**src/verilog/dcache_sram.sv**
```systemverilog
////////////////////////////////////////
// dcache sram
// single port synchronous RAM with byte
// enables and a one cycle read latency
////////////////////////////////////////

`timescale 1ns/1ps

module dcache_sram #(
  parameter int unsigned WIDTH = 64,
  parameter int unsigned DEPTH = 16
) (
  input  logic                     clk_i,
  input  logic                     rst_ni,
  input  logic                     req_i,
  input  logic                     we_i,
  input  logic [$clog2(DEPTH)-1:0] addr_i,
  input  logic [WIDTH-1:0]         wdata_i,
  input  logic [(WIDTH+7)/8-1:0]   be_i,
  output logic [WIDTH-1:0]         rdata_o
);

  logic [WIDTH-1:0] mem_q [DEPTH];

  // contents start cleared so valid bits read as zero
  always_ff @(posedge clk_i or negedge rst_ni) begin
    if (!rst_ni) begin
      for (int i = 0; i < DEPTH; i++) begin
        mem_q[i] <= '0;
      end
      rdata_o <= '0;
    end else if (req_i) begin
      if (we_i) begin
        // last byte lane may be partial
        for (int b = 0; b < WIDTH; b++) begin
          if (be_i[b/8]) begin
            mem_q[addr_i][b] <= wdata_i[b];
          end
        end
      end else begin
        rdata_o <= mem_q[addr_i];
      end
    end
  end

endmodule

```
**config.mk**
```make
export PLATFORM = sky130hd
export DESIGN_NAME = dcache_sram
export DESIGN_NICKNAME = d
export VERILOG_FILES = /design/src/verilog/dcache_sram.sv
export SDC_FILE = /design/constraint.sdc
export NUM_CORES = 1
export LEC_CHECK = 0
export BUFFER_PORTS_ARGS = -buffer_cell sky130_fd_sc_hd__buf_4
export CAP_MARGIN = 10
export CORE_ASPECT_RATIO = 1.75
export CORE_MARGIN = 5
export CORE_UTILIZATION = 50
export DETAILED_ROUTE_END_ITERATION = 6
export GPL_TIMING_DRIVEN = 0
export PLACE_DENSITY_LB_ADDON = 0.3
export SYNTH_ARGS = -nofsm -noshare
export SYNTH_HDL_FRONTEND = slang
export SYNTH_SLANG_ARGS = --single-unit
export TNS_END_PERCENT = 20
```
**constraint.sdc**
```tcl
create_clock -name clk_i -period 1.1 [get_ports clk_i]
set_input_delay 0.275 -clock clk_i [delete_from_list [all_inputs] [get_ports clk_i]]
set_output_delay 0.275 -clock clk_i [all_outputs]
set_load 0.02 [all_outputs]
```
==> key figures <==
Outcome
  • Status: finished, violations left
  • Failing checks: hold timing, setup timing

Layout
  • Fin area: 0.0587 mm²
  • Area grow syn2layout: 19.5%
  • Share of layout cells above drive strength 1: 46.6%
  • Most frequent cells in the layout: dfrtp_1 (1,077), mux2_2 (801), mux2i_1 (382), mux2_4 (191), buf_4 (158)
  • Filler cells: 7,698
  • Most common library cell in the layout ignoring fill and taps: dfrtp_1
  • Nets@finish: 3,850
  • Fin cells: 5,167
  • Fin util: 60.0%

GRT
  • Total track usage: 28.0%
  • GRT overflow: 0
  • Initial antenna violation count: 6
  • Largest net degree at the start of global routing: 174
  • First-pass GRT wire length: 219 mm
  • Vias in the first global route: 33,567

Critical path
  • Worst setup path class: reg2out
  • Worst Path Required: 820 ps
  • Crit. End Element: output pin
  • Crit-path max FO: 2
  • CP max-delay cell: dfrtp_2
  • CP arrival: 1350 ps
  • Max incr delay on CP: 470 ps
  • Startpoint types: flop
  • Delay-heaviest family, CP: flip-flops
  • Worst path buffer plus inverter count: 1
  • Crit-path cells: buf_6
  • R2R Setup Slk: -300 ps

STA
  • Minimum clock period: 1630 ps
  • Fin crit share: 148%
  • Min setup slack post-route: -527 ps
  • Final max-slew violation count: 0
  • Setup-failing EPs final: 689
  • Final Skew: 28.7 ps
  • Peak Freq: 615 MHz
  • Slew margin rel.: 31.6%
  • RSZ-0062 raised after global routing: yes
  • Hold Worst Slack: -509 ps
  • Worst Max-Slew Pin Slew: 1030 ps
  • Fin. Hold Viols: 246

Floorplanning
  • Die ar.: 0.105 mm²
  • Core Region: 0.0978 mm²
  • Die height: 425 µm
  • Die width: 247 µm
  • Top-level port count: 144
  • Num rows: 152
  • Starting Density: 50.2%

Detailed routing
  • Pre-Repair DR Iteration Count: 5
  • WL per Instance: 28.5 µm
  • DR vias/cell: 6.08
  • DRC Markers: 0
  • Initial DRC Count: 2,304
  • Total Wirelength: 147 mm
  • Vias: 31,393
  • Post-route ant nets: 0

Power and ir drop
  • Leak pwr: 28.0 nW
  • Peak VDD IR: 1.25 mV
  • Pwr dens: 1710 mW/mm²

Synthesis
  • Main synth FF type: dfrtp_1
  • Post-synthesis adder-cell area fraction: 0%
  • Flops & latches, synth: 1,088
  • Async set-reset flop share out of synthesis: 100%
  • Distinct cells, synth: 37
  • Simple-gate share of the synthesized area: 4.03%
  • Largest family of logic cells by synthesized area: multiplexers
  • Synthesized area: 0.0491 mm²
  • Mux contribution to synthesized area: 34.2%
  • XOR/XNOR Fraction of Synth Area: 0%
  • Synthesis warning total: 0
  • Syn avg cell area: 14.5 µm²
  • Post-synth EDFFs: 0
  • Mapped Cells: 3,393
  • Sequential-to-total area share from yosys stat: 55.4%
  • Synth Area in Compound Gates: 4.32%
  • Syn nets: 3,473

Clock network
  • Clock Latency Late Sink: 720 ps
  • H-tree depth: 3
  • CTS tree: yes
  • Total CTS buffers: 99
  • Root buf cell: clkbuf_16
  • Clk pin slew, worst setup/hold paths: 70 ps
  • Clock sinks: 1,088
  • Clk buf depth: 3
  • Hold buffer count at CTS: 64

Placed design
  • Port bufs: 139
  • Cells after DPL: 4,847
  • Placed cell area: 0.0530 mm²
  • Placer Congestion: 0.837
  • DP HPWL: 98.1 mm

Flow run
  • Max_cap viols: 0

Min path
  • HP Class: in2async
==> registers in the layout, indices dropped and copies added (netlist names) <==
register,cells
rdata_o,64
mem_q,1024
==> per-stage QoR <==
step	setup TNS, ps	worst slack (ps)	hold WS, ps	power (mW)
after floorplan	-491180	-542	-20.6	57.5
after global placement	-	-12970	469	62.0
after detailed placement	-2130870	-1950	395	62.7
after CTS	-240530	-554	-509	100
after global routing	-135480	-547	-486	104
final	-113570	-527	-509	100
==> timing repair <==
action | in CTS | in global routing
cloned | 5 | 0
setup endpoints to repair | 1618 | 1417
setup buffers | 24 | 39
gates resized for setup | 252 | 51
pin swaps | 42 | 32
hold endpoints to repair | 616 | 232
==> kinds of logic (layout without fill, tap and decap cells) <==
| group | count (synthesis) | after routing |
|---|---|---|
| AO/OA/AOI/OAI | 320 | 320 |
| multiplexers | 1472 | 1472 |
| flip-flops | 1088 | 1088 |
| AND/OR/NAND/NOR | 306 | 306 |
| other | 0 | 4 |
| buffers and inverters | 207 | 668 |
==> area by class of cell <==
type | instances | area [µm²] | share of cell area, %
Timing Repair Buffer | 277 | 2810 | 4.80
Clock buffer | 150 | 3040 | 5.19
Antenna cell | 4 | 10.0 | 0.0171
Buffer | 205 | 1400 | 2.38
Inverter | 1 | 3.75 | 0.00640
Sequential cell | 1088 | 27200 | 46.4
Multi-Input combinational cell | 2098 | 22100 | 37.7
Tap cell | 1309 | 1640 | 2.79
Clock inverter | 35 | 408 | 0.695
==> Yosys cell counts, drive strengths merged (8+ instances only) <==
library cell / n / area, µm²
o21ai: 34 / 170
o22ai: 128 / 801
a31oi: 64 / 400
nand2: 98 / 608
buf: 78 / 479
mux4: 64 / 1440
nor2: 173 / 1060
a22oi: 30 / 225
a221oi: 34 / 298
o211ai: 30 / 225
dfrtp: 1088 / 27200
clkbuf: 128 / 484
and3: 8 / 50.1
mux2: 1024 / 11500
mux2i: 384 / 3840
==> per-layer routing <==
metal  track usage [%]  routed length [µm]  vias up
met4              14.8                9190        6
met3              5.21                8430      401
li1                  -                   -    13304
met5             0.380                  40        -
met2              47.4               74000     1046
met1              33.9               55800    16636
==> power by group <==
group          switching, mW  total, mW  leakage (nW)  internal, mW
clock network           16.0       36.8          1.71          20.8
registers               2.93       48.3          14.3          45.3
logic                   6.92       15.0          11.9          8.12
total                   25.8        100          28.0          74.3
==> final timing paths <==
path	end	from	cells past startpoint
min in group clk_i	rdata_o[5]	addr_i[3]	4
max in group asynchronous	mem_q[420]	rst_ni	3
setup reg to reg	rdata_o[60]	mem_q[316]	3
hold reg to reg	mem_q[208]	mem_q[208]	1
setup / recovery	rdata_o[5]	rdata_o[5]	1
hold / removal	mem_q[832]	rst_ni	1
Power figures use the tool's default switching activity.
