### src/verilog/dcache_cfg_pkg.sv
////////////////////////////////////////
// dcache config package
// geometry of the L1 data cache memory block
// and the widths derived from it
////////////////////////////////////////

package dcache_cfg_pkg;

  ////////////////////////////////////////
  // array geometry
  ////////////////////////////////////////

  localparam int unsigned NUM_WAYS = 4;
  localparam int unsigned NUM_SETS = 16;
  localparam int unsigned IDX_WIDTH = $clog2(NUM_SETS);

  // one data word per bank
  localparam int unsigned WORD_WIDTH = 64;
  localparam int unsigned WORD_BYTES = WORD_WIDTH / 8;
  localparam int unsigned WORD_ALIGN = $clog2(WORD_BYTES);

  // line and byte offset
  localparam int unsigned LINE_WIDTH = 256;
  localparam int unsigned OFF_WIDTH = $clog2(LINE_WIDTH / 8);

  // bank select sits in the upper offset bits
  localparam int unsigned NUM_BANKS = LINE_WIDTH / WORD_WIDTH;
  localparam int unsigned BANK_SEL_WIDTH = $clog2(NUM_BANKS);

  localparam int unsigned TAG_WIDTH = 8;

  ////////////////////////////////////////
  // read ports
  ////////////////////////////////////////

  localparam int unsigned NUM_PORTS = 3;
  localparam int unsigned PORT_SEL_WIDTH = $clog2(NUM_PORTS);

endpackage

### src/verilog/dcache_types_pkg.sv
////////////////////////////////////////
// dcache types package
// request structs of the read and write ports,
// the per-bank command and the line unions
////////////////////////////////////////

package dcache_types_pkg;

  import dcache_cfg_pkg::*;

  // one read request whose tag follows a cycle later
  typedef struct packed {
    logic                 req;
    logic                 tag_only;
    logic                 prio;
    logic [IDX_WIDTH-1:0] idx;
    logic [OFF_WIDTH-1:0] off;
  } rd_port_t;

  // a line seen flat or as one word per bank
  typedef union packed {
    logic [LINE_WIDTH-1:0]                 bits;
    logic [NUM_BANKS-1:0][WORD_WIDTH-1:0] words;
  } cache_line_u;

  // line byte enables seen flat or per bank
  typedef union packed {
    logic [LINE_WIDTH/8-1:0]               bits;
    logic [NUM_BANKS-1:0][WORD_BYTES-1:0] banks;
  } line_be_u;

  // refill with a way mask in we
  typedef struct packed {
    logic                 vld;
    logic [NUM_WAYS-1:0]  we;
    logic [TAG_WIDTH-1:0] tag;
    logic [IDX_WIDTH-1:0] idx;
    logic [NUM_WAYS-1:0]  vld_bits;
    cache_line_u          data;
    line_be_u             be;
  } cl_wr_t;

  // single word write with a way mask in req
  typedef struct packed {
    logic [NUM_WAYS-1:0]   req;
    logic [IDX_WIDTH-1:0]  idx;
    logic [OFF_WIDTH-1:0]  off;
    logic [WORD_WIDTH-1:0] data;
    logic [WORD_BYTES-1:0] be;
  } word_wr_t;

  // command to one data bank with all ways side by side
  typedef struct packed {
    logic                                 req;
    logic                                 we;
    logic [IDX_WIDTH-1:0]                 idx;
    logic [NUM_WAYS-1:0][WORD_WIDTH-1:0] wdata;
    logic [NUM_WAYS-1:0][WORD_BYTES-1:0] be;
  } bank_cmd_t;

endpackage
### src/verilog/dcache_port_arb.sv
////////////////////////////////////////
// dcache read port arbiter
// high priority requests mask low ones,
// equal priority is served round robin
////////////////////////////////////////

`timescale 1ns/1ps

module dcache_port_arb (
  input  logic                                       clk_i,
  input  logic                                       rst_ni,
  input  dcache_types_pkg::rd_port_t [dcache_cfg_pkg::NUM_PORTS-1:0] rd_port_i,
  input  logic                                       stall_i,
  output logic [dcache_cfg_pkg::NUM_PORTS-1:0]       rd_ack_o,
  output logic                                       rd_acked_o,
  output logic [dcache_cfg_pkg::PORT_SEL_WIDTH-1:0]  sel_o
);

  import dcache_cfg_pkg::*;

  logic [NUM_PORTS-1:0]      req;
  logic [NUM_PORTS-1:0]      req_prio;
  logic [NUM_PORTS-1:0]      req_masked;
  logic [PORT_SEL_WIDTH-1:0] last_q;
  logic                      found;

  for (genvar p = 0; p < NUM_PORTS; p++) begin : gen_req
    assign req[p]      = rd_port_i[p].req;
    assign req_prio[p] = rd_port_i[p].req & rd_port_i[p].prio;
  end

  // any high prio request hides all low prio ones
  assign req_masked = (|req_prio) ? req_prio : req;

  // first requester after the last granted port
  always_comb begin
    int unsigned cand;
    sel_o = last_q;
    found = 1'b0;
    for (int unsigned i = 1; i <= NUM_PORTS; i++) begin
      cand = (int'(last_q) + i) % NUM_PORTS;
      if (!found && req_masked[cand]) begin
        sel_o = PORT_SEL_WIDTH'(cand);
        found = 1'b1;
      end
    end
  end

  assign rd_acked_o = found & ~stall_i;

  always_comb begin
    rd_ack_o = '0;
    if (rd_acked_o) begin
      rd_ack_o[sel_o] = 1'b1;
    end
  end

  // pointer moves only on a real grant
  always_ff @(posedge clk_i or negedge rst_ni) begin
    if (!rst_ni) begin
      last_q <= PORT_SEL_WIDTH'(NUM_PORTS - 1);
    end else if (rd_acked_o) begin
      last_q <= sel_o;
    end
  end

  ////////////////////////////////////////
  // assertions
  ////////////////////////////////////////

  a_ack_onehot: assert property (@(posedge clk_i) disable iff (!rst_ni)
    $onehot0(rd_ack_o) && ((rd_ack_o & ~req_masked) == '0));

  // with an unchanged set of competitors the same port is never granted twice in a row
  a_rr_fair: assert property (@(posedge clk_i) disable iff (!rst_ni)
    rd_acked_o && ($countones(req_masked) > 1) |=>
      (req_masked != $past(req_masked)) || !rd_acked_o || (rd_ack_o != $past(rd_ack_o)));

endmodule

### config.mk
export PLATFORM = sky130hd
export DESIGN_NAME = dcache_port_arb
export DESIGN_NICKNAME = d
export VERILOG_FILES = /design/src/verilog/dcache_cfg_pkg.sv /design/src/verilog/dcache_types_pkg.sv /design/src/verilog/dcache_port_arb.sv
export SDC_FILE = /design/constraint.sdc
export NUM_CORES = 1
export LEC_CHECK = 0
export BUFFER_PORTS_ARGS = -buffer_cell sky130_fd_sc_hd__buf_2
export CORE_AREA = 4 4 41 43
export CTS_BUF_LIST = sky130_fd_sc_hd__clkbuf_4 sky130_fd_sc_hd__clkbuf_8
export DETAILED_ROUTE_END_ITERATION = 16
export DIE_AREA = 0 0 45 47
export PLACE_DENSITY = 0.71
export REMOVE_ABC_BUFFERS = 1
export SETUP_SLACK_MARGIN = 0.05
export SYNTH_ARGS = -nofsm -noshare
export SYNTH_HDL_FRONTEND = slang
export SYNTH_SLANG_ARGS = --single-unit
### constraint.sdc
create_clock -name clk_i -period 6.45 [get_ports clk_i]
set_clock_uncertainty 0.2 [all_clocks]
set_input_delay 1.29 -clock clk_i [delete_from_list [all_inputs] [get_ports clk_i]]
set_output_delay 1.29 -clock clk_i [all_outputs]
set_load 0.02 [all_outputs]
==> results.md <==
- Relative area change from synthesis to final layout: 30.36%
- Number of synthesized flops with an enable pin: 0
- Final period demand of the worst path: 4.459 ns
- Register name with the most flops: last_q
- Area of the die: 0.002115 mm²
- Global-route wire length before repair: 1642 µm
- Routed wirelength normalized by instance count: 11.73 µm
- Commonest cells in the netlist: sky130_fd_sc_hd__a21oi_1 (10), sky130_fd_sc_hd__inv_1 (4), sky130_fd_sc_hd__nand2_1 (4)
- Total leakage power: 0.2485 nW
- Antenna violations before repair: 0
- Area of the placeable core: 0.001301 mm²
- Share of final-layout standard cells stronger than drive strength 1: 30.88%
- Dominant register cell in the synthesized netlist: sky130_fd_sc_hd__dfstp_2
- Maximum buffer depth of the clock tree: 2
- Count of synthesis-stage warnings from yosys: 0
- Multiplexer area fraction after synthesis: 0%
- Clock tree from TritonCTS: done
- Number of iterations in the first detailed-routing pass: 4
- Number of global-route vias before repair: 426
- Final setup vio count: 0
- Data required time at the worst endpoint: 4.96 ns
- Hold WC Path Type: reg2reg
- Headroom to the max-slew limit: 67.43%
- Die Height: 47 µm
- Row count: 13
- Number of remaining DRC errors: 0
- Die width: 45 µm
- Final Cell Area: 494.2 µm²
- Critical path endpoint category: output pin
- Root buffer cell: sky130_fd_sc_hd__clkbuf_4
- Combinational family with the most area after synthesis: compound AO/OA/AOI/OAI gates
- Post-synthesis adder-cell area fraction: 9.901%
- Data arrival time of the worst path: 2.97 ns
- Post-Synthesis Cell Area: 379.1 µm²
- Post-cts resize count: 0
- Final slew viol count: 0
- Antenna Nets Post-Route: 0
- Origin of the worst min-delay path: last_q[1]
- Vias per cell: 5.530
- Peak clock frequency supported by timing: 224.3 MHz
- Clock buffer count from CTS: 3
- Post-Synth XOR/XNOR Area: 0%
- Top area cells in the synthesized netlist: sky130_fd_sc_hd__a21oi_1 (13%), sky130_fd_sc_hd__ha_1 (9.9%), sky130_fd_sc_hd__dfstp_2 (6.9%)
- Total clock sinks: 2
- Maximum number of pins on one net before global-route repair: 9
- Share of flip-flops with an asynchronous set or reset: 100.0%
- Startpoint of the worst-slack reg-to-reg timing path: last_q[1]
- Synthesized instance count: 51
- Starting density of the core: 29.13%
- Run status: complete, no violations
- Hold buffer count at CTS: 0
- Skew-Pair Late Insertion Delay: 0.23 ns
- Number of register bits inferred by synthesis: 2
- Area fraction in compound gates after synthesis: 56.44%
- Antenna diode instance count: 0
- Ratio of total power to cell area: 554.6 mW/mm²
- Post-synthesis simple-gate area fraction: 15.18%
- Reported max-cap violation count: 0
- Fill cell count: 143
- Largest regs: last_q: 2 flops
- Clock transition at the registers of the reported paths: 0.03 ns
- Portion of the clock cycle consumed by the worst path in the final layout: 69.12%
- Area share of the largest cell type after synthesis: 13.20%
- Peak ir drop on the vdd network: 0.2364 mV
- Count of buffers added by post-CTS timing repair for setup: 0
- Average cell area after synthesis: 7.434 µm²
- H-tree Lvls: 1
- Total global routing track utilization: 10.17%
- Max FFs per register: 2
- Post-synthesis sequential area ratio: 13.53%
- Total wire length: 974 µm
- Grt total ovfl: 0
- First DRT Iteration DRCs: 5
- Crit path from: rd_port_i[35]
- Number of port buffers: 14
- Critical path class: in2out
- Via count: 459
- Final layout net count: 111
- Setup TNS: 0 ns
- Max FO, Critical Path: 5
- Setup repair after global routing missed its margin: false
- Least-Margin Pin Slew: 0.4844 ns
- Count leader, synth: sky130_fd_sc_hd__a21oi_1
- Cell type contributing the most total cell area after synthesis: sky130_fd_sc_hd__a21oi_1
- Launching element type of the critical path: primary input
- Final hold violation count: 0
- HPWL after detailed placement: 777.6 µm
- Unique cell type count in the Yosys netlist: 27
- Cell area reported after detailed placement: 464.2 µm²
- Final Wtd Congestion: 0.7939
- Top-level port count: 45
-- area by class of cell --
type / count / area [µm²] / area share (%)
clock buffers: 4 / 30.03 / 6.076
well taps: 15 / 18.77 / 3.797
repair buffers: 14 / 70.07 / 14.18
flip-flops and latches: 2 / 51.30 / 10.38
inverters: 4 / 15.01 / 3.038
multi-input cells: 44 / 309.0 / 62.53
-- worst max-delay path: stages --
cell and delay, ns:
sky130_fd_sc_hd__buf_2 0.13, sky130_fd_sc_hd__a22o_1 0.26, sky130_fd_sc_hd__a21bo_1 0.23, sky130_fd_sc_hd__or4_1 0.51
sky130_fd_sc_hd__o31ai_1 0.15, sky130_fd_sc_hd__a2bb2oi_2 0.19, sky130_fd_sc_hd__nor3_1 0.05, sky130_fd_sc_hd__buf_2 0.16
-- kinds of logic (layout without fill, tap and decap cells) --
family | count (synthesis) | after routing
fa+ha+maj | 3 | 3
flops | 2 | 2
buf+inv | 5 | 22
simple gates | 12 | 12
compound gates | 29 | 29
-- cells in the final DEF (no fill, tap or decap), types with 2 or more instances in the layout --
cell type                   n
sky130_fd_sc_hd__nor2_1     3
sky130_fd_sc_hd__inv_1      4
sky130_fd_sc_hd__ha_1       3
sky130_fd_sc_hd__o21ai_0    2
sky130_fd_sc_hd__o211a_1    2
sky130_fd_sc_hd__nor3_1     2
sky130_fd_sc_hd__clkbuf_4   4
sky130_fd_sc_hd__a21oi_1   10
sky130_fd_sc_hd__a22oi_1    3
sky130_fd_sc_hd__nand2_1    4
sky130_fd_sc_hd__buf_2     14
-- routing by layer --
layer / up-vias / part of all wire, % / routed length, µm / track usage [%]
met4: 0 / 0 / 0 / 3.509
met2: 15 / 40 / 391 / 17.23
met3: 0 / 7.0 / 68 / 1.533
met5: - / 0 / 0 / 0
met1: 206 / 53 / 515 / 13.12
li1: 238 / - / - / -
-- metrics by stage --
step,setup WS [ns],hold WS (ns),cells,util [%],power (W)
CTS,1.992,0.3783,83,37.98,0.0002754
global placement,2.008,0.3690,79,35.67,0.0002335
floorplan,2.088,0.3335,50,-,0.0001859
global route,1.890,0.3985,83,37.98,0.0003009
detailed placement,1.998,0.3730,79,35.67,0.0002378
finish,1.991,0.3707,83,37.98,0.0002741
-- worst paths after layout --
path | slack (ns) | to | cells past startpoint
max | 1.99 | rd_ack_o[0] | 8
min | 0.37 | last_q[1] | 2
max reg2reg | 4.15 | last_q[0] | 7
min reg2reg | 0.37 | last_q[1] | 2
max in group asynchronous | 5.22 | last_q[1] | 1
min in group asynchronous | 0.64 | last_q[0] | 1
-- where the power goes --
part	switching [W]	internal, W	total [W]	leakage [nW]
sequential	0.00000429	0.0000204	0.0000247	0.0221
combinational	0.000132	0.0000824	0.000214	0.208
clock	0.00000802	0.0000272	0.0000353	0.0184
Power figures use the tool's default switching activity.
