### src/verilog/dcache_cfg_pkg.sv
////////////////////////////////////////
// dcache config package
// geometry of the L1 data cache memory block
// and the widths derived from it
////////////////////////////////////////

package dcache_cfg_pkg;

  ////////////////////////////////////////
  // array geometry
  ////////////////////////////////////////

  localparam int unsigned NUM_WAYS = 4;
  localparam int unsigned NUM_SETS = 16;
  localparam int unsigned IDX_WIDTH = $clog2(NUM_SETS);

  // one data word per bank
  localparam int unsigned WORD_WIDTH = 64;
  localparam int unsigned WORD_BYTES = WORD_WIDTH / 8;
  localparam int unsigned WORD_ALIGN = $clog2(WORD_BYTES);

  // line and byte offset
  localparam int unsigned LINE_WIDTH = 256;
  localparam int unsigned OFF_WIDTH = $clog2(LINE_WIDTH / 8);

  // bank select sits in the upper offset bits
  localparam int unsigned NUM_BANKS = LINE_WIDTH / WORD_WIDTH;
  localparam int unsigned BANK_SEL_WIDTH = $clog2(NUM_BANKS);

  localparam int unsigned TAG_WIDTH = 8;

  ////////////////////////////////////////
  // read ports
  ////////////////////////////////////////

  localparam int unsigned NUM_PORTS = 3;
  localparam int unsigned PORT_SEL_WIDTH = $clog2(NUM_PORTS);

endpackage

### src/verilog/dcache_types_pkg.sv
////////////////////////////////////////
// dcache types package
// request structs of the read and write ports,
// the per-bank command and the line unions
////////////////////////////////////////

package dcache_types_pkg;

  import dcache_cfg_pkg::*;

  // one read request whose tag follows a cycle later
  typedef struct packed {
    logic                 req;
    logic                 tag_only;
    logic                 prio;
    logic [IDX_WIDTH-1:0] idx;
    logic [OFF_WIDTH-1:0] off;
  } rd_port_t;

  // a line seen flat or as one word per bank
  typedef union packed {
    logic [LINE_WIDTH-1:0]                 bits;
    logic [NUM_BANKS-1:0][WORD_WIDTH-1:0] words;
  } cache_line_u;

  // line byte enables seen flat or per bank
  typedef union packed {
    logic [LINE_WIDTH/8-1:0]               bits;
    logic [NUM_BANKS-1:0][WORD_BYTES-1:0] banks;
  } line_be_u;

  // refill with a way mask in we
  typedef struct packed {
    logic                 vld;
    logic [NUM_WAYS-1:0]  we;
    logic [TAG_WIDTH-1:0] tag;
    logic [IDX_WIDTH-1:0] idx;
    logic [NUM_WAYS-1:0]  vld_bits;
    cache_line_u          data;
    line_be_u             be;
  } cl_wr_t;

  // single word write with a way mask in req
  typedef struct packed {
    logic [NUM_WAYS-1:0]   req;
    logic [IDX_WIDTH-1:0]  idx;
    logic [OFF_WIDTH-1:0]  off;
    logic [WORD_WIDTH-1:0] data;
    logic [WORD_BYTES-1:0] be;
  } word_wr_t;

  // command to one data bank with all ways side by side
  typedef struct packed {
    logic                                 req;
    logic                                 we;
    logic [IDX_WIDTH-1:0]                 idx;
    logic [NUM_WAYS-1:0][WORD_WIDTH-1:0] wdata;
    logic [NUM_WAYS-1:0][WORD_BYTES-1:0] be;
  } bank_cmd_t;

endpackage
### src/verilog/dcache_bank_ctrl.sv
////////////////////////////////////////
// dcache bank control
// builds the command of every data bank and
// the tag array access, refuses word writes
// that hit the bank of the granted read
////////////////////////////////////////

`timescale 1ns/1ps

module dcache_bank_ctrl (
  input  dcache_types_pkg::rd_port_t [dcache_cfg_pkg::NUM_PORTS-1:0]  rd_port_i,
  input  logic                                                        rd_acked_i,
  input  logic [dcache_cfg_pkg::PORT_SEL_WIDTH-1:0]                   sel_i,
  input  dcache_types_pkg::cl_wr_t                                    cl_wr_i,
  input  dcache_types_pkg::word_wr_t                                  word_wr_i,
  output dcache_types_pkg::bank_cmd_t [dcache_cfg_pkg::NUM_BANKS-1:0] bank_cmd_o,
  output logic [dcache_cfg_pkg::NUM_WAYS-1:0]                         tag_req_o,
  output logic                                                        tag_we_o,
  output logic [dcache_cfg_pkg::IDX_WIDTH-1:0]                        tag_idx_o,
  output logic                                                        wr_ack_o
);

  import dcache_cfg_pkg::*;
  import dcache_types_pkg::*;

  rd_port_t                  rd_sel;
  logic [BANK_SEL_WIDTH-1:0] rd_bank;
  logic [BANK_SEL_WIDTH-1:0] wr_bank;
  logic                      refill;
  logic                      rd_data;
  logic                      collide;

  assign rd_sel  = rd_port_i[sel_i];
  assign rd_bank = rd_sel.off[OFF_WIDTH-1:WORD_ALIGN];
  assign wr_bank = word_wr_i.off[OFF_WIDTH-1:WORD_ALIGN];
  assign refill  = cl_wr_i.vld;

  // tag-only reads leave the data banks free
  assign rd_data = rd_acked_i & ~rd_sel.tag_only;
  assign collide = rd_data & (rd_bank == wr_bank);

  always_comb begin
    wr_ack_o = 1'b0;
    for (int b = 0; b < NUM_BANKS; b++) begin
      bank_cmd_o[b].req   = 1'b0;
      bank_cmd_o[b].we    = 1'b0;
      bank_cmd_o[b].idx   = word_wr_i.idx;
      bank_cmd_o[b].wdata = {NUM_WAYS{word_wr_i.data}};
      bank_cmd_o[b].be    = '0;
    end

    if (refill) begin
      // every bank takes its slice of the line
      for (int b = 0; b < NUM_BANKS; b++) begin
        bank_cmd_o[b].req = 1'b1;
        bank_cmd_o[b].we  = 1'b1;
        bank_cmd_o[b].idx = cl_wr_i.idx;
        for (int w = 0; w < NUM_WAYS; w++) begin
          bank_cmd_o[b].wdata[w] = cl_wr_i.data.words[b];
          bank_cmd_o[b].be[w]    = cl_wr_i.we[w] ? cl_wr_i.be.banks[b] : '0;
        end
      end
    end else begin
      if (rd_data) begin
        bank_cmd_o[rd_bank].req = 1'b1;
        bank_cmd_o[rd_bank].idx = rd_sel.idx;
      end
      // word write goes in parallel unless it needs the read bank
      if ((|word_wr_i.req) && !collide) begin
        wr_ack_o                = 1'b1;
        bank_cmd_o[wr_bank].req = 1'b1;
        bank_cmd_o[wr_bank].we  = 1'b1;
        bank_cmd_o[wr_bank].idx = word_wr_i.idx;
        for (int w = 0; w < NUM_WAYS; w++) begin
          bank_cmd_o[wr_bank].be[w] = word_wr_i.req[w] ? word_wr_i.be : '0;
        end
      end
    end
  end

  // tags are read on every grant and written with the refill way mask
  assign tag_req_o = refill ? cl_wr_i.we : {NUM_WAYS{rd_acked_i}};
  assign tag_we_o  = refill;
  assign tag_idx_o = refill ? cl_wr_i.idx : rd_sel.idx;

  // the store unit targets exactly one way
  always_comb begin
    if (wr_ack_o) begin
      a_word_wr_onehot: assert final ($onehot(word_wr_i.req));
    end
  end

endmodule

### config.mk
export PLATFORM = sky130hd
export DESIGN_NAME = dcache_bank_ctrl
export DESIGN_NICKNAME = d
export VERILOG_FILES = /design/src/verilog/dcache_cfg_pkg.sv /design/src/verilog/dcache_types_pkg.sv /design/src/verilog/dcache_bank_ctrl.sv
export SDC_FILE = /design/constraint.sdc
export NUM_CORES = 1
export LEC_CHECK = 0
export BUFFER_PORTS_ARGS = -buffer_cell sky130_fd_sc_hd__buf_2
export CAP_MARGIN = 20
export CORE_AREA = 8 8 616 618
export DETAILED_ROUTE_END_ITERATION = 8
export DIE_AREA = 0 0 624 626
export PLACE_DENSITY = 0.3
export SLEW_MARGIN = 10
export SYNTH_ARGS = -nofsm -noshare
export SYNTH_HDL_FRONTEND = slang
export SYNTH_SLANG_ARGS = --single-unit
export TNS_END_PERCENT = 50
### constraint.sdc
create_clock -name vclk -period 1.98
set_clock_uncertainty 0.2 [all_clocks]
set_input_delay 0.099 -clock vclk [all_inputs]
set_output_delay 0.099 -clock vclk [all_outputs]
set_load 0.005 [all_outputs]
==> results.md <==
- Status: finished, violations left
- Failing checks: setup timing
- Compound-Gate Fraction of Synth Area: 0.1126
- Die area: around 390000 µm²
- Relative slew slack: 0.6383
- Total power: ~8.2 mW
- DR vias: approximately 17000
- Tcrit/Tclk final: 1.083
- Grt ovf: 0
- Maximum Capacitance Violations: 0
- Setup WS pre-CTS: -0.6785 ns
- Post-synthesis simple-gate area fraction: 0.2984
- CLK BUF: 0
- Cell row count: 224
- Hold Crit Depth: 4
- Register Area: 0 µm²
- # port buffers: 1589
- Slew Limit Fails: 0
- CP endpoint kind: output port
- Post-Layout Inst Area: approximately 26000 µm²
- Max FO, Critical Path: 6
- I/O pin total: ~1600
- Iter 0 DRT Violations: 1200
- Synth top area share: 0.5391
- Post-detail-place hpwl: 217400 µm
- Pleak: between 10 and 15 nW
- Routed len/inst: ~29 µm
- Fin Setup TNS: -11.35 ns
- Crit path kind: in2out
- Routability congestion estimate: 0.9208
- Post-synthesis mux area share: 0.01109
- Seq_cells: 0
- Cell Chain, Critical Path: buf_12 > buf_8 > mux2i_4 > o211ai_2 > buf_12 > buf_6 > o31ai_4 > buf_12 > buf_12 > buf_12 > o21ai_2 > buf_2
- Largest net degree at the start of global routing: 50
- Hold Path End: bank_cmd_o[308]
- Sequential fraction of the synthesis area: 0
- Post-Syn Area: between 10000 and 15000 µm²
- Max incr delay on CP: around 0.27 ns
- Vias in the first global route: about 17000
- Setup violators final: around 150
- Initial Util: 0.02896
- Actual slew at the worst max-slew pin: ~0.54 ns
- Total wire length: 230500 µm
- Xor/xnor share of the synthesized area: 0.001634
- Synth cell types: 35
- CP max stage cell: o31ai_4
- Worst Hold Class: in2out
- DRC: 0
- Die Ht: about 630 µm
- Hold Violations, Final: 0
- Hold WS: roughly 0.35 ns
- Combinational family with the most area after synthesis: buffers and inverters
- VDD IR-drop max: 0.06965 mV
- Synth area leaders: buf_4, nand2_1, nand2b_1
- Cell area power density: approximately 320 nW/µm²
- Mapped Cells: around 1800
- Min Tclk post-route: 2.143 ns
- Via-to-Cell Ratio: around 2.1
- Synth warn: 0
- Fmax: around 470 MHz
- Area Growth Syn to Fin: 143.2%
- Placed inst area: approximately 25000 µm²
- First-pass GRT wire length: roughly 270000 µm
- Final worst slack: -0.1635 ns
- Area of the core: 370200 µm²
- Fillers: 44000
- Post-route ant nets: 0
- RSZ-0062 raised after global routing: true
- Die X: 624 µm
- Most Frequent Cell on Critical Path: buf_12
- Synth area leader: buf_4
- Global Route Usage Sum: 0.1098
- Share of layout cells above drive strength 1: 0.7244
- Worst EP required: 1.68 ns
- # nets final: between 3000 and 4000
- Initial antenna violation count: 159
- CP arrival: 1.84 ns
- Post-Syn Area per Cell: 5.866 µm²
- Post-synthesis adder-cell area fraction: 0
- 1st-pass router iterations: 7
- Startpoint types: input port
- Mapped Nets: between 2000 and 2500
- Min-delay src: cl_wr_i[14]
## worst max-delay path, delay by kind of cell
family / cells / cell delay (ns)
compound gates: 3 / 0.44
buf+inv: 8 / 1.04
mux: 1 / 0.23
## cell families (layout without fill, tap and decap cells)
family          after synthesis  in the layout
mux                          11             11
simple gates                781            781
compound gates              179            179
buf+inv                     855           2068
other cells                   0             34
xor+xnor                      2              2
## area by class of cell
type	count	area, µm²	share of cell area
Multi-Input combinational cell	973	5177	0.1986
Tap cell	4972	6221	0.2386
Antenna cell	34	85.08	0.003263
Timing Repair Buffer	2068	14590	0.5596
## stage by stage
stage / util / std cells
2_1_floorplan: - / 1828
3_3_place_gp: 0.06667 / 7974
3_5_place_dp: 0.06667 / 7974
4_1_cts: 0.06940 / 8005
5_1_grt: 0.07030 / 8028
6_report: 0.07043 / 8047
## routing by layer
layer,routed length [µm],track usage,vias up,share of wire
met2,122600,0.2133,1253,0.53
met1,77590,0.1125,8025,0.34
met5,340,0,-,0.0015
met3,24150,0.04266,279,0.10
met4,5803,0.01532,52,0.025
li1,-,-,7457,-
## timing repair
item,4_1_cts,5_1_grt
endpoints found under the setup margin,389,171
pin swaps,20,31
gates cloned,8,3
gates resized for setup,178,88
hold buffers,0,0
setup buffers,23,14
## synthesized netlist by cell type
cell type,number
buf_6,8
buf_1,4
o21ai_2,30
o22ai_2,1
nor3b_1,2
o211ai_2,1
o31ai_4,3
and2_1,4
o2bb2ai_2,1
a311o_1,4
buf_2,16
mux2_2,4
nor2b_1,4
o31ai_1,16
o21ai_0,88
o2bb2ai_1,4
mux2i_1,6
nand3b_1,1
nor2b_2,1
buf_4,770
clkbuf_1,57
nor4_1,17
o31ai_2,1
o211a_1,1
a311oi_1,1
nor3_1,1
nand2_1,677
mux2i_2,1
a31oi_1,16
a2bb2oi_2,1
o21ai_1,10
o22a_1,1
nand2b_1,73
and3b_1,1
xnor2_1,2
## worst max path at each step
| stage | start | end | slack (ns) | cells after the start |
|---|---|---|---|---|
| 2_1_floorplan | cl_wr_i[308] | bank_cmd_o[1008] | 0.28 | 7 |
| 3_3_place_gp | sel_i[1] | bank_cmd_o[876] | -0.69 | 9 |
| 3_5_place_dp | sel_i[1] | bank_cmd_o[877] | -0.68 | 8 |
| 4_1_cts | sel_i[1] | bank_cmd_o[324] | -0.22 | 12 |
| 5_1_grt | sel_i[1] | bank_cmd_o[17] | -0.21 | 12 |
| 6_report | sel_i[1] | bank_cmd_o[17] | -0.16 | 12 |
## layout by cell type (no fill, tap or decap), types with 2 or more instances in the layout
| cell type | synthesis | routed |
|---|---|---|
| nand2_2 | 0 | 2 |
| o31ai_2 | 1 | 10 |
| diode_2 | 0 | 34 |
| o31ai_4 | 3 | 10 |
| o21ai_1 | 10 | 59 |
| buf_8 | 0 | 3 |
| o21ai_0 | 88 | 3 |
| nand2_1 | 677 | 675 |
| nor4_4 | 0 | 3 |
| a31oi_1 | 16 | 11 |
| buf_12 | 0 | 211 |
| nor4_1 | 17 | 4 |
| clkbuf_16 | 0 | 4 |
| o21ai_2 | 30 | 57 |
| buf_2 | 16 | 1552 |
| nor4_2 | 0 | 10 |
| mux2i_4 | 0 | 3 |
| nand2b_2 | 0 | 7 |
| a31oi_2 | 0 | 2 |
| o2bb2ai_1 | 4 | 3 |
| buf_16 | 0 | 7 |
| nor2b_1 | 4 | 4 |
| o2bb2ai_4 | 0 | 2 |
| and2_2 | 0 | 3 |
| buf_4 | 770 | 269 |
| xnor2_1 | 2 | 2 |
| a311o_1 | 4 | 4 |
| mux2_2 | 4 | 4 |
| buf_6 | 8 | 21 |
| a31oi_4 | 0 | 3 |
| mux2i_1 | 6 | 3 |
| o21ai_4 | 0 | 9 |
| nand2b_1 | 73 | 65 |
## power breakdown
group,total (mW),switching (mW),internal [mW]
Clock,0.00000240,0,0.00000240
Combinational,8.25,4.78,3.47
Sequential,0,0,0
Total,8.25,4.78,3.47
(Power assumes the default switching activity.)
