[config.mk]
export PLATFORM = sky130hd
export DESIGN_NAME = dcache_hit_sel
export DESIGN_NICKNAME = d
export VERILOG_FILES = /design/src/verilog/dcache_cfg_pkg.sv /design/src/verilog/dcache_hit_sel.sv
export SDC_FILE = /design/constraint.sdc
export NUM_CORES = 1
export LEC_CHECK = 0
export ABC_AREA = 1
export BUFFER_PORTS_ARGS = -buffer_cell sky130_fd_sc_hd__buf_2
export CAP_MARGIN = 20
export CORE_AREA = 2 2 458 460
export DETAILED_ROUTE_END_ITERATION = 10
export DIE_AREA = 0 0 460 462
export MAX_ROUTING_LAYER = met4
export PLACE_DENSITY_LB_ADDON = 0.1
export SKIP_LAST_GASP = 1
export SYNTH_ARGS = -nofsm -noshare
export SYNTH_HDL_FRONTEND = slang
export SYNTH_SLANG_ARGS = --single-unit
export TNS_END_PERCENT = 20
[constraint.sdc]
create_clock -name clk_i -period 1.5 [get_ports clk_i]
set_input_delay 0 -clock clk_i [delete_from_list [all_inputs] [get_ports clk_i]]
set_output_delay 0 -clock clk_i [all_outputs]
set_load 0.02 [all_outputs]
[src/verilog/dcache_cfg_pkg.sv]
////////////////////////////////////////
// dcache config package
// geometry of the L1 data cache memory block
// and the widths derived from it
////////////////////////////////////////

package dcache_cfg_pkg;

  ////////////////////////////////////////
  // array geometry
  ////////////////////////////////////////

  localparam int unsigned NUM_WAYS = 4;
  localparam int unsigned NUM_SETS = 16;
  localparam int unsigned IDX_WIDTH = $clog2(NUM_SETS);

  // one data word per bank
  localparam int unsigned WORD_WIDTH = 64;
  localparam int unsigned WORD_BYTES = WORD_WIDTH / 8;
  localparam int unsigned WORD_ALIGN = $clog2(WORD_BYTES);

  // line and byte offset
  localparam int unsigned LINE_WIDTH = 256;
  localparam int unsigned OFF_WIDTH = $clog2(LINE_WIDTH / 8);

  // bank select sits in the upper offset bits
  localparam int unsigned NUM_BANKS = LINE_WIDTH / WORD_WIDTH;
  localparam int unsigned BANK_SEL_WIDTH = $clog2(NUM_BANKS);

  localparam int unsigned TAG_WIDTH = 8;

  ////////////////////////////////////////
  // read ports
  ////////////////////////////////////////

  localparam int unsigned NUM_PORTS = 3;
  localparam int unsigned PORT_SEL_WIDTH = $clog2(NUM_PORTS);

endpackage

[src/verilog/dcache_hit_sel.sv]
////////////////////////////////////////
// dcache hit select
// registers the lookup, compares the late tag
// against every way and muxes the hit word
////////////////////////////////////////

`timescale 1ns/1ps

module dcache_hit_sel (
  input  logic                                                         clk_i,
  input  logic                                                         rst_ni,
  input  logic [dcache_cfg_pkg::IDX_WIDTH-1:0]                         idx_i,
  input  logic [dcache_cfg_pkg::OFF_WIDTH-1:0]                         off_i,
  input  logic [dcache_cfg_pkg::PORT_SEL_WIDTH-1:0]                    sel_i,
  input  logic                                                         cmp_en_i,
  input  logic [dcache_cfg_pkg::NUM_PORTS-1:0][dcache_cfg_pkg::TAG_WIDTH-1:0] rd_tag_i,
  input  logic [dcache_cfg_pkg::NUM_WAYS-1:0][dcache_cfg_pkg::TAG_WIDTH:0]    tag_rdata_i,
  input  logic [dcache_cfg_pkg::NUM_BANKS-1:0][dcache_cfg_pkg::NUM_WAYS-1:0]
               [dcache_cfg_pkg::WORD_WIDTH-1:0]                        bank_rdata_i,
  output logic [dcache_cfg_pkg::NUM_WAYS-1:0]                          rd_vld_bits_o,
  output logic [dcache_cfg_pkg::NUM_WAYS-1:0]                          rd_hit_oh_o,
  output logic [dcache_cfg_pkg::WORD_WIDTH-1:0]                        rd_data_o
);

  import dcache_cfg_pkg::*;

  logic [IDX_WIDTH-1:0]      idx_q;
  logic [OFF_WIDTH-1:0]      off_q;
  logic [PORT_SEL_WIDTH-1:0] sel_q;
  logic                      cmp_en_q;
  logic [TAG_WIDTH-1:0]      rd_tag;
  logic [BANK_SEL_WIDTH-1:0] bank_q;

  always_ff @(posedge clk_i or negedge rst_ni) begin
    if (!rst_ni) begin
      idx_q    <= '0;
      off_q    <= '0;
      sel_q    <= '0;
      cmp_en_q <= 1'b0;
    end else begin
      idx_q    <= idx_i;
      off_q    <= off_i;
      sel_q    <= sel_i;
      cmp_en_q <= cmp_en_i;
    end
  end

  // the requester presents its tag one cycle after the ack
  assign rd_tag = rd_tag_i[sel_q];
  assign bank_q = off_q[OFF_WIDTH-1:WORD_ALIGN];

  for (genvar w = 0; w < NUM_WAYS; w++) begin : gen_cmp
    assign rd_vld_bits_o[w] = tag_rdata_i[w][TAG_WIDTH];
    assign rd_hit_oh_o[w]   = cmp_en_q & rd_vld_bits_o[w] &
                              (tag_rdata_i[w][TAG_WIDTH-1:0] == rd_tag);
  end

  // hit vector is one-hot so an or-tree does the way select
  always_comb begin
    rd_data_o = '0;
    for (int w = 0; w < NUM_WAYS; w++) begin
      if (rd_hit_oh_o[w]) begin
        rd_data_o |= bank_rdata_i[bank_q][w];
      end
    end
  end

  a_hit_onehot: assert property (@(posedge clk_i) disable iff (!rst_ni)
    $onehot0(rd_hit_oh_o));

  // back to back lookups of one set and tag see the same way since no refill fits between them
  a_hit_stable: assert property (@(posedge clk_i) disable iff (!rst_ni)
    cmp_en_q && $past(cmp_en_q) && (idx_q == $past(idx_q)) && (rd_tag == $past(rd_tag))
      |-> rd_hit_oh_o == $past(rd_hit_oh_o));

endmodule

==> results of run 1 <==
[repair_timing]
item / 4_1_cts / 5_1_grt
pin swaps: 38 / 38
gates cloned: 9 / 2
hold buffers: 6 / 0
setup endpoints to repair: 68 / 68
buffers inserted: 31 / 6
resized for setup: 171 / 128
endpoints found under the hold margin: 10 / 0
[registers in the layout, summed over array words and instances, names as in the netlist]
| name | cells |
|---|---|
| cmp_en_q | 1 |
| off_q | 2 |
| sel_q | 2 |
[logic make-up (layout without fill, tap and decap cells)]
logic type	count (synthesis)	in the layout	synth area share, %
AND/OR/NAND/NOR	1109	1109	44.5
buffers and inverters	413	1771	16.2
XOR/XNOR	5	5	0.397
AO/OA/AOI/OAI	769	769	37.8
other	0	107	0
flip-flops	5	5	1.13
[cells in the mapped netlist (8+ instances only)]
library cell  count  area (sq um)
nor2_1          526          1970
o21ai_0         512          2560
nand2_1         272          1020
o22ai_1         256          1600
nand4_1         193          1210
inv_1           160           601
clkbuf_1        151           567
nand3_1          84           420
buf_2            54           270
buf_4            33           248
nand3b_1         13          97.6
nand2_2           8          50.1
[metal layers]
layer	part of all wire (%)	GRT usage, %	up-vias
met5	0	-	-
li1	-	-	10900
met1	43	19.9	10900
met2	47	27.5	1148
met3	8.7	5.57	153
met4	1.2	2.32	0
[power by group]
| part | switching (mW) | internal [mW] |
|---|---|---|
| Clock | 0.126 | 0.356 |
| Sequential | 0.0202 | 0.145 |
| Combinational | 3.99 | 3.02 |
| Total | 4.14 | 3.52 |
[final cells by class]
type | instances | area [sq um] | share of cell area (%)
Tap cell | 2720 | 3400 | 13.6
Inverter | 164 | 659 | 2.64
Clock buffer | 4 | 78.8 | 0.316
Multi-Input combinational cell | 1883 | 9780 | 39.2
Antenna cell | 107 | 268 | 1.07
Timing Repair Buffer | 1603 | 10600 | 42.6
Sequential cell | 5 | 134 | 0.537
[critical path: stages (launching register included)]
cell     delay [ns]
dfrtp_2        0.42
buf_12         0.15
nor2_8         0.12
buf_12         0.15
nand2_4        0.06
buf_6          0.12
nand3_2        0.06
nand4_1        0.16
nor2_4         0.14
buf_12         0.16
buf_16         0.14
buf_4          0.13
nand4_1        0.29
nand2_1        0.17
inv_1          0.06
nand2_2        0.08
buf_6          0.12
[through the flow]
step | hold WS [ns] | utilization (%) | worst slack [ns] | total power, mW | std cells
floorplan | -0.296 | - | -0.310 | 2.33 | 2301
global placement | -0.128 | 11.0 | -1.56 | 6.96 | 6328
detailed placement | -0.129 | 11.0 | -1.48 | 6.91 | 6328
CTS | 0.167 | 11.6 | -1.42 | 7.79 | 6374
global route | 0.184 | 12.0 | -1.40 | 8.26 | 6470
finish | 0.167 | 12.0 | -1.31 | 7.66 | 6486
[final timing paths]
path                               startpoint                 end  slack (ns)  cells past startpoint
hold / removal                         rst_ni  sel_q[1]$_DFF_PN0_        0.17                      2
min in group clk_i             tag_rdata_i[8]    rd_vld_bits_o[0]        0.37                      3
setup / recovery           sel_q[0]$_DFF_PN0_        rd_data_o[3]       -1.31                     16
max in group asynchronous              rst_ni  off_q[3]$_DFF_PN0_        1.12                      2
==> summary.txt, run 1 <==
Final layout
  • Share of post-route cells with drive strength above 1: 48.5%
  • Layout Cell Area excl Fill: approximately 0.025 sq mm
  • Number of filler instances in the final layout: 24.9k
  • Synthesis-to-finish area growth: 126%
  • Commonest non-fill, non-tap cells in the layout: buf_2, nor2_1, o21ai_0
  • Most common cell after layout, fill and taps aside: buf_2
  • Final #Nets: 4758

Place
  • Count of port buffers added during placement: between 1k and 1.5k
  • HPWL after detailed placement: ~160000 um
  • Placed standard-cell area: roughly 0.023 sq mm
  • GP Congestion: ~0.81

CTS
  • Deepest level of the CTS H-tree: 1
  • Root Buffer Master: clkbuf_16
  • CTS tree: built
  • Inserted Clock Buffers: 3
  • Clk sink count: 5
  • Clk slew on worst S/H paths: roughly 0.040 ns
  • Maximum count of clock buffers along a single path: 2

Global routing
  • Pin count of the biggest net entering global routing: 57
  • Number of global-route vias before repair: 23.7k
  • Total global-route track usage: between 10% and 20%
  • Initial antenna violation count: 187
  • Wire length of the first global-routing pass: 228000 um
  • Congestion Overflow GR: 0

Floorplan
  • Std-Cell Rows: 168
  • Die Y-Extent: roughly 460 um
  • Die Span X: 460 um
  • Die footprint: 0.213 sq mm
  • # IOs: 1170
  • Floorplan core area: 0.208 sq mm
  • Initial cell density of the core: roughly 5.3%

Worst setup path
  • Arr. time, crit path: 2.81 ns
  • Nature of the critical path startpoint: flop
  • Worst Setup Path Type: reg -> out
  • Crit path max fanout: 6
  • Required time of the critical path: roughly 1.5 ns
  • Crit path capture type: output pin

STA
  • Transition at the pin with the smallest max-transition slack: 0.658 ns
  • Least setup slack across all paths after layout: -1.31 ns
  • Setup_tns: -81.86 ns
  • Final Slew Violations: 0
  • Clock period minus worst slack: 2.81 ns
  • Upper clock frequency limit: 356 MHz
  • Slew Limit Headroom: 55.7%
  • Hold Violations, Final: 0
  • Final clock period utilization by the worst path: 187%
  • Unrepaired setup endpoints after global routing: yes
  • Setup Viol. Count Final: slightly below 70

Drt
  • Number of iterations in the first detailed-routing pass: 7
  • Number of design rule violations left after detail routing: 0
  • Antenna-violating nets left: 0
  • Wire per inst: 28.2 um
  • Post-detailed-routing wire length: 183000 um
  • Number of violations reported at the end of detailed-routing iteration 0: 1389
  • Vias per std cell: roughly 3.6
  • Via count: approximately 23k

Synthesis
  • Sequential cell area fraction in the yosys report: 1.13%
  • Asr flop ratio synth: 100%
  • Synthesized area per cell: 4.79 sq um
  • FF+latch count, synth: 5
  • Area of the mapped netlist: around 0.011 sq mm
  • Post-Synthesis Net Count: between 3k and 4k
  • Most used flip-flop cell after synthesis: dfrtp_1
  • Count of flip-flops with a built-in enable after synthesis: 0
  • Warnings, synthesis: 0
  • Yosys cell types: 26
  • Gate count after technology mapping: 2301

Hold path
  • Tightest Hold Check Type: in -> async

Job
  • Max capacitance violation total: 0

Power and ir drop
  • Leak: 11.5 nW
  • Maximum VDD drop: ~0.00026 V
  • Power density over cell area: between 300 and 400 mW/mm^2

Run status
  • Failing checks: negative setup slack
  • Run status: finished, violations left
(Power assumes the default switching activity.)
==> run 2: changes to the inputs <==
- PLACE_DENSITY: not set -> 0.3
- PLACE_DENSITY_LB_ADDON: 0.1 -> not set
==> run 2 against run 1 <==
  * Count of clock-buffer cells in the layout unchanged
  * Setup slack worse by 0.0049 ns
  * Fmax down 0.17%
  * Utilization up 0.21 points
  * Clock power about the same
  * Power up 1.3%
  * Critical path depth down 6
  * Sequential share of layout area about the same
  * Global-route usage up 1.1 points
  * The run still ends with negative setup slack left
  * First-iteration DRC count up 37%
==> summary.txt, run 2 (synthesis results as in run 1) <==
Run status
  • Run status: finished, violations left
  • Failing checks: negative setup slack

Final layout
  • Commonest non-fill, non-tap cells in the layout: buf_2, nor2_1, o21ai_0
  • Regs by FF count: off_q x2, sel_q x2, cmp_en_q x1
  • Synthesis-to-finish area growth: 130%
  • Layout Cell Area excl Fill: 0.0254 sq mm (+1.8%)
  • Share of post-route cells with drive strength above 1: 48.3% (-0.16 points)
  • Final #Nets: 4795 (+0.78%)
  • Most common cell after layout, fill and taps aside: buf_2
  • Number of filler instances in the final layout: 24.8k (-0.60%)

STA
  • Upper clock frequency limit: 355 MHz (-0.17%)
  • Clock period minus worst slack: 2.81 ns (+0.00489 ns)
  • Final clock period utilization by the worst path: 188% (+0.33 points)
  • Least setup slack across all paths after layout: -1.31 ns (-0.00489 ns)
  • Setup_tns: -77.13 ns (+4.72 ns)
  • Setup Viol. Count Final: 68 (unchanged)
  • Transition at the pin with the smallest max-transition slack: 0.759 ns (+0.101 ns)
  • Hold Violations, Final: 0 (unchanged)
  • Final Slew Violations: 0 (unchanged)
  • Unrepaired setup endpoints after global routing: yes
  • Slew Limit Headroom: 48.9% (-6.8 points)

Floorplan
  • Std-Cell Rows: 168 (unchanged)
  • Die Y-Extent: 462 um (unchanged)
  • Die Span X: 460 um (unchanged)
  • Die footprint: 0.213 sq mm (unchanged)
  • Initial cell density of the core: 5.30% (unchanged)
  • # IOs: 1170 (unchanged)
  • Floorplan core area: 0.208 sq mm (unchanged)

CTS
  • Root Buffer Master: clkbuf_16
  • CTS tree: built
  • Clk sink count: 5 (unchanged)
  • Maximum count of clock buffers along a single path: 2 (unchanged)
  • Clk slew on worst S/H paths: 0.04 ns (about the same)
  • Deepest level of the CTS H-tree: 1 (unchanged)
  • Inserted Clock Buffers: 3 (unchanged)

Worst setup path
  • Max stage delay cell, worst path: dfrtp_4
  • Required time of the critical path: 1.50 ns (about the same)
  • Critical path buffer and inverter count: 5 (-3)
  • Ordered list of cells on the worst path: buf_4 > buf_12 > buf_12 > nor2_1 > o22ai_1 > nand4_1 > nand2_1 > inv_1 > nand2_1 > buf_2
  • Worst Setup Path Type: reg -> out
  • Crit path capture type: output pin
  • Arr. time, crit path: 2.81 ns (about the same)
  • CP delay by family, top: buffers and inverters
  • Slowest Stage Delay on Critical Path: 0.54 ns (+0.12 ns)
  • Crit path max fanout: 62 (+56)
  • Nature of the critical path startpoint: flop

Drt
  • Number of design rule violations left after detail routing: 0 (unchanged)
  • Post-detailed-routing wire length: 196000 um (+7.0%)
  • Wire per inst: 29.7 um (+5.2%)
  • Antenna-violating nets left: 0 (unchanged)
  • Vias per std cell: 3.65 (+2.5%)
  • Via count: 24.1k (+4.2%)
  • Number of violations reported at the end of detailed-routing iteration 0: 1905 (+37%)
  • Number of iterations in the first detailed-routing pass: 5 (-2)

Hold path
  • Tightest Hold Check Type: in -> async

Global routing
  • Congestion Overflow GR: 0 (unchanged)
  • Total global-route track usage: 17.7% (+1.1 points)
  • Initial antenna violation count: 254 (+36%)
  • Pin count of the biggest net entering global routing: 64 (+12%)
  • Wire length of the first global-routing pass: 240000 um (+5.1%)
  • Number of global-route vias before repair: 23.9k (+1.2%)

Place
  • Placed standard-cell area: 0.0235 sq mm (+2.3%)
  • GP Congestion: 0.930 (+15%)
  • HPWL after detailed placement: 173000 um (+8.5%)
  • Count of port buffers added during placement: 1162 (unchanged)
  • Pre-CTS setup slack: -1.40 ns (+0.0758 ns)

Power and ir drop
  • Power density over cell area: 305 mW/mm^2 (-0.51%)
  • Maximum VDD drop: 0.000223 V (-14%)
  • Post-layout power: 7.75 mW (+1.3%)
  • Leak: 11.7 nW (+1.6%)

Job
  • Max capacitance violation total: 0 (unchanged)
==> run 2: metrics by stage <==
step                      hold WS [ns]  instances  utilization, %
after floorplan                 -0.296       2301               -
after global placement          -0.110       6353            11.3
after detailed placement        -0.104       6353            11.3
after CTS                        0.191       6404            11.8
after global routing             0.198       6569            12.2
final                            0.191       6593            12.2
==> run 2: what timing repair did <==
| action | in CTS | in global routing |
|---|---|---|
| endpoints found under the hold margin | 10 | 0 |
| endpoints found under the setup margin | 68 | 68 |
| resized for setup | 115 | 63 |
| pin swaps | 22 | 25 |
| buffers inserted | 34 | 8 |
| cloned | 7 | 5 |
| hold buffers | 6 | 0 |
==> run 2: report_power, final <==
part	internal, mW	total (mW)	switching [mW]
clock network	0.356	0.479	0.123
registers	0.144	0.159	0.0146
logic	3.12	7.11	3.99
total	3.62	7.75	4.13
==> run 2: final cells by class <==
type	instances	area (sq um)	area share, %
sequential	5	133	0.523
clock buffer	4	78.8	0.311
multi-input combinational	1883	9690	38.2
antenna	177	443	1.75
tap	2720	3400	13.4
inverter	164	664	2.62
timing repair buffer	1640	11000	43.2
==> run 2: path summary, 6_finish.rpt <==
kind	slack, ns	end	start	cells past startpoint
worst max-delay path	-1.31	rd_data_o[31]	off_q[3]$_DFF_PN0_	10
worst min-delay path	0.19	sel_q[1]$_DFF_PN0_	rst_ni	2
max in group asynchronous	1.07	off_q[4]$_DFF_PN0_	rst_ni	2
min in group clk_i	0.40	rd_vld_bits_o[2]	tag_rdata_i[26]	3
==> run 2: metal layers <==
| metal | up-vias | GRT usage (%) | wire [um] |
|---|---|---|---|
| met5 | - | - | 0 |
| met4 | 0 | 2.90 | 4400 |
| met3 | 208 | 7.99 | 24300 |
| met1 | 11300 | 19.2 | 74300 |
| met2 | 1386 | 30.1 | 92600 |
| li1 | 11100 | - | - |
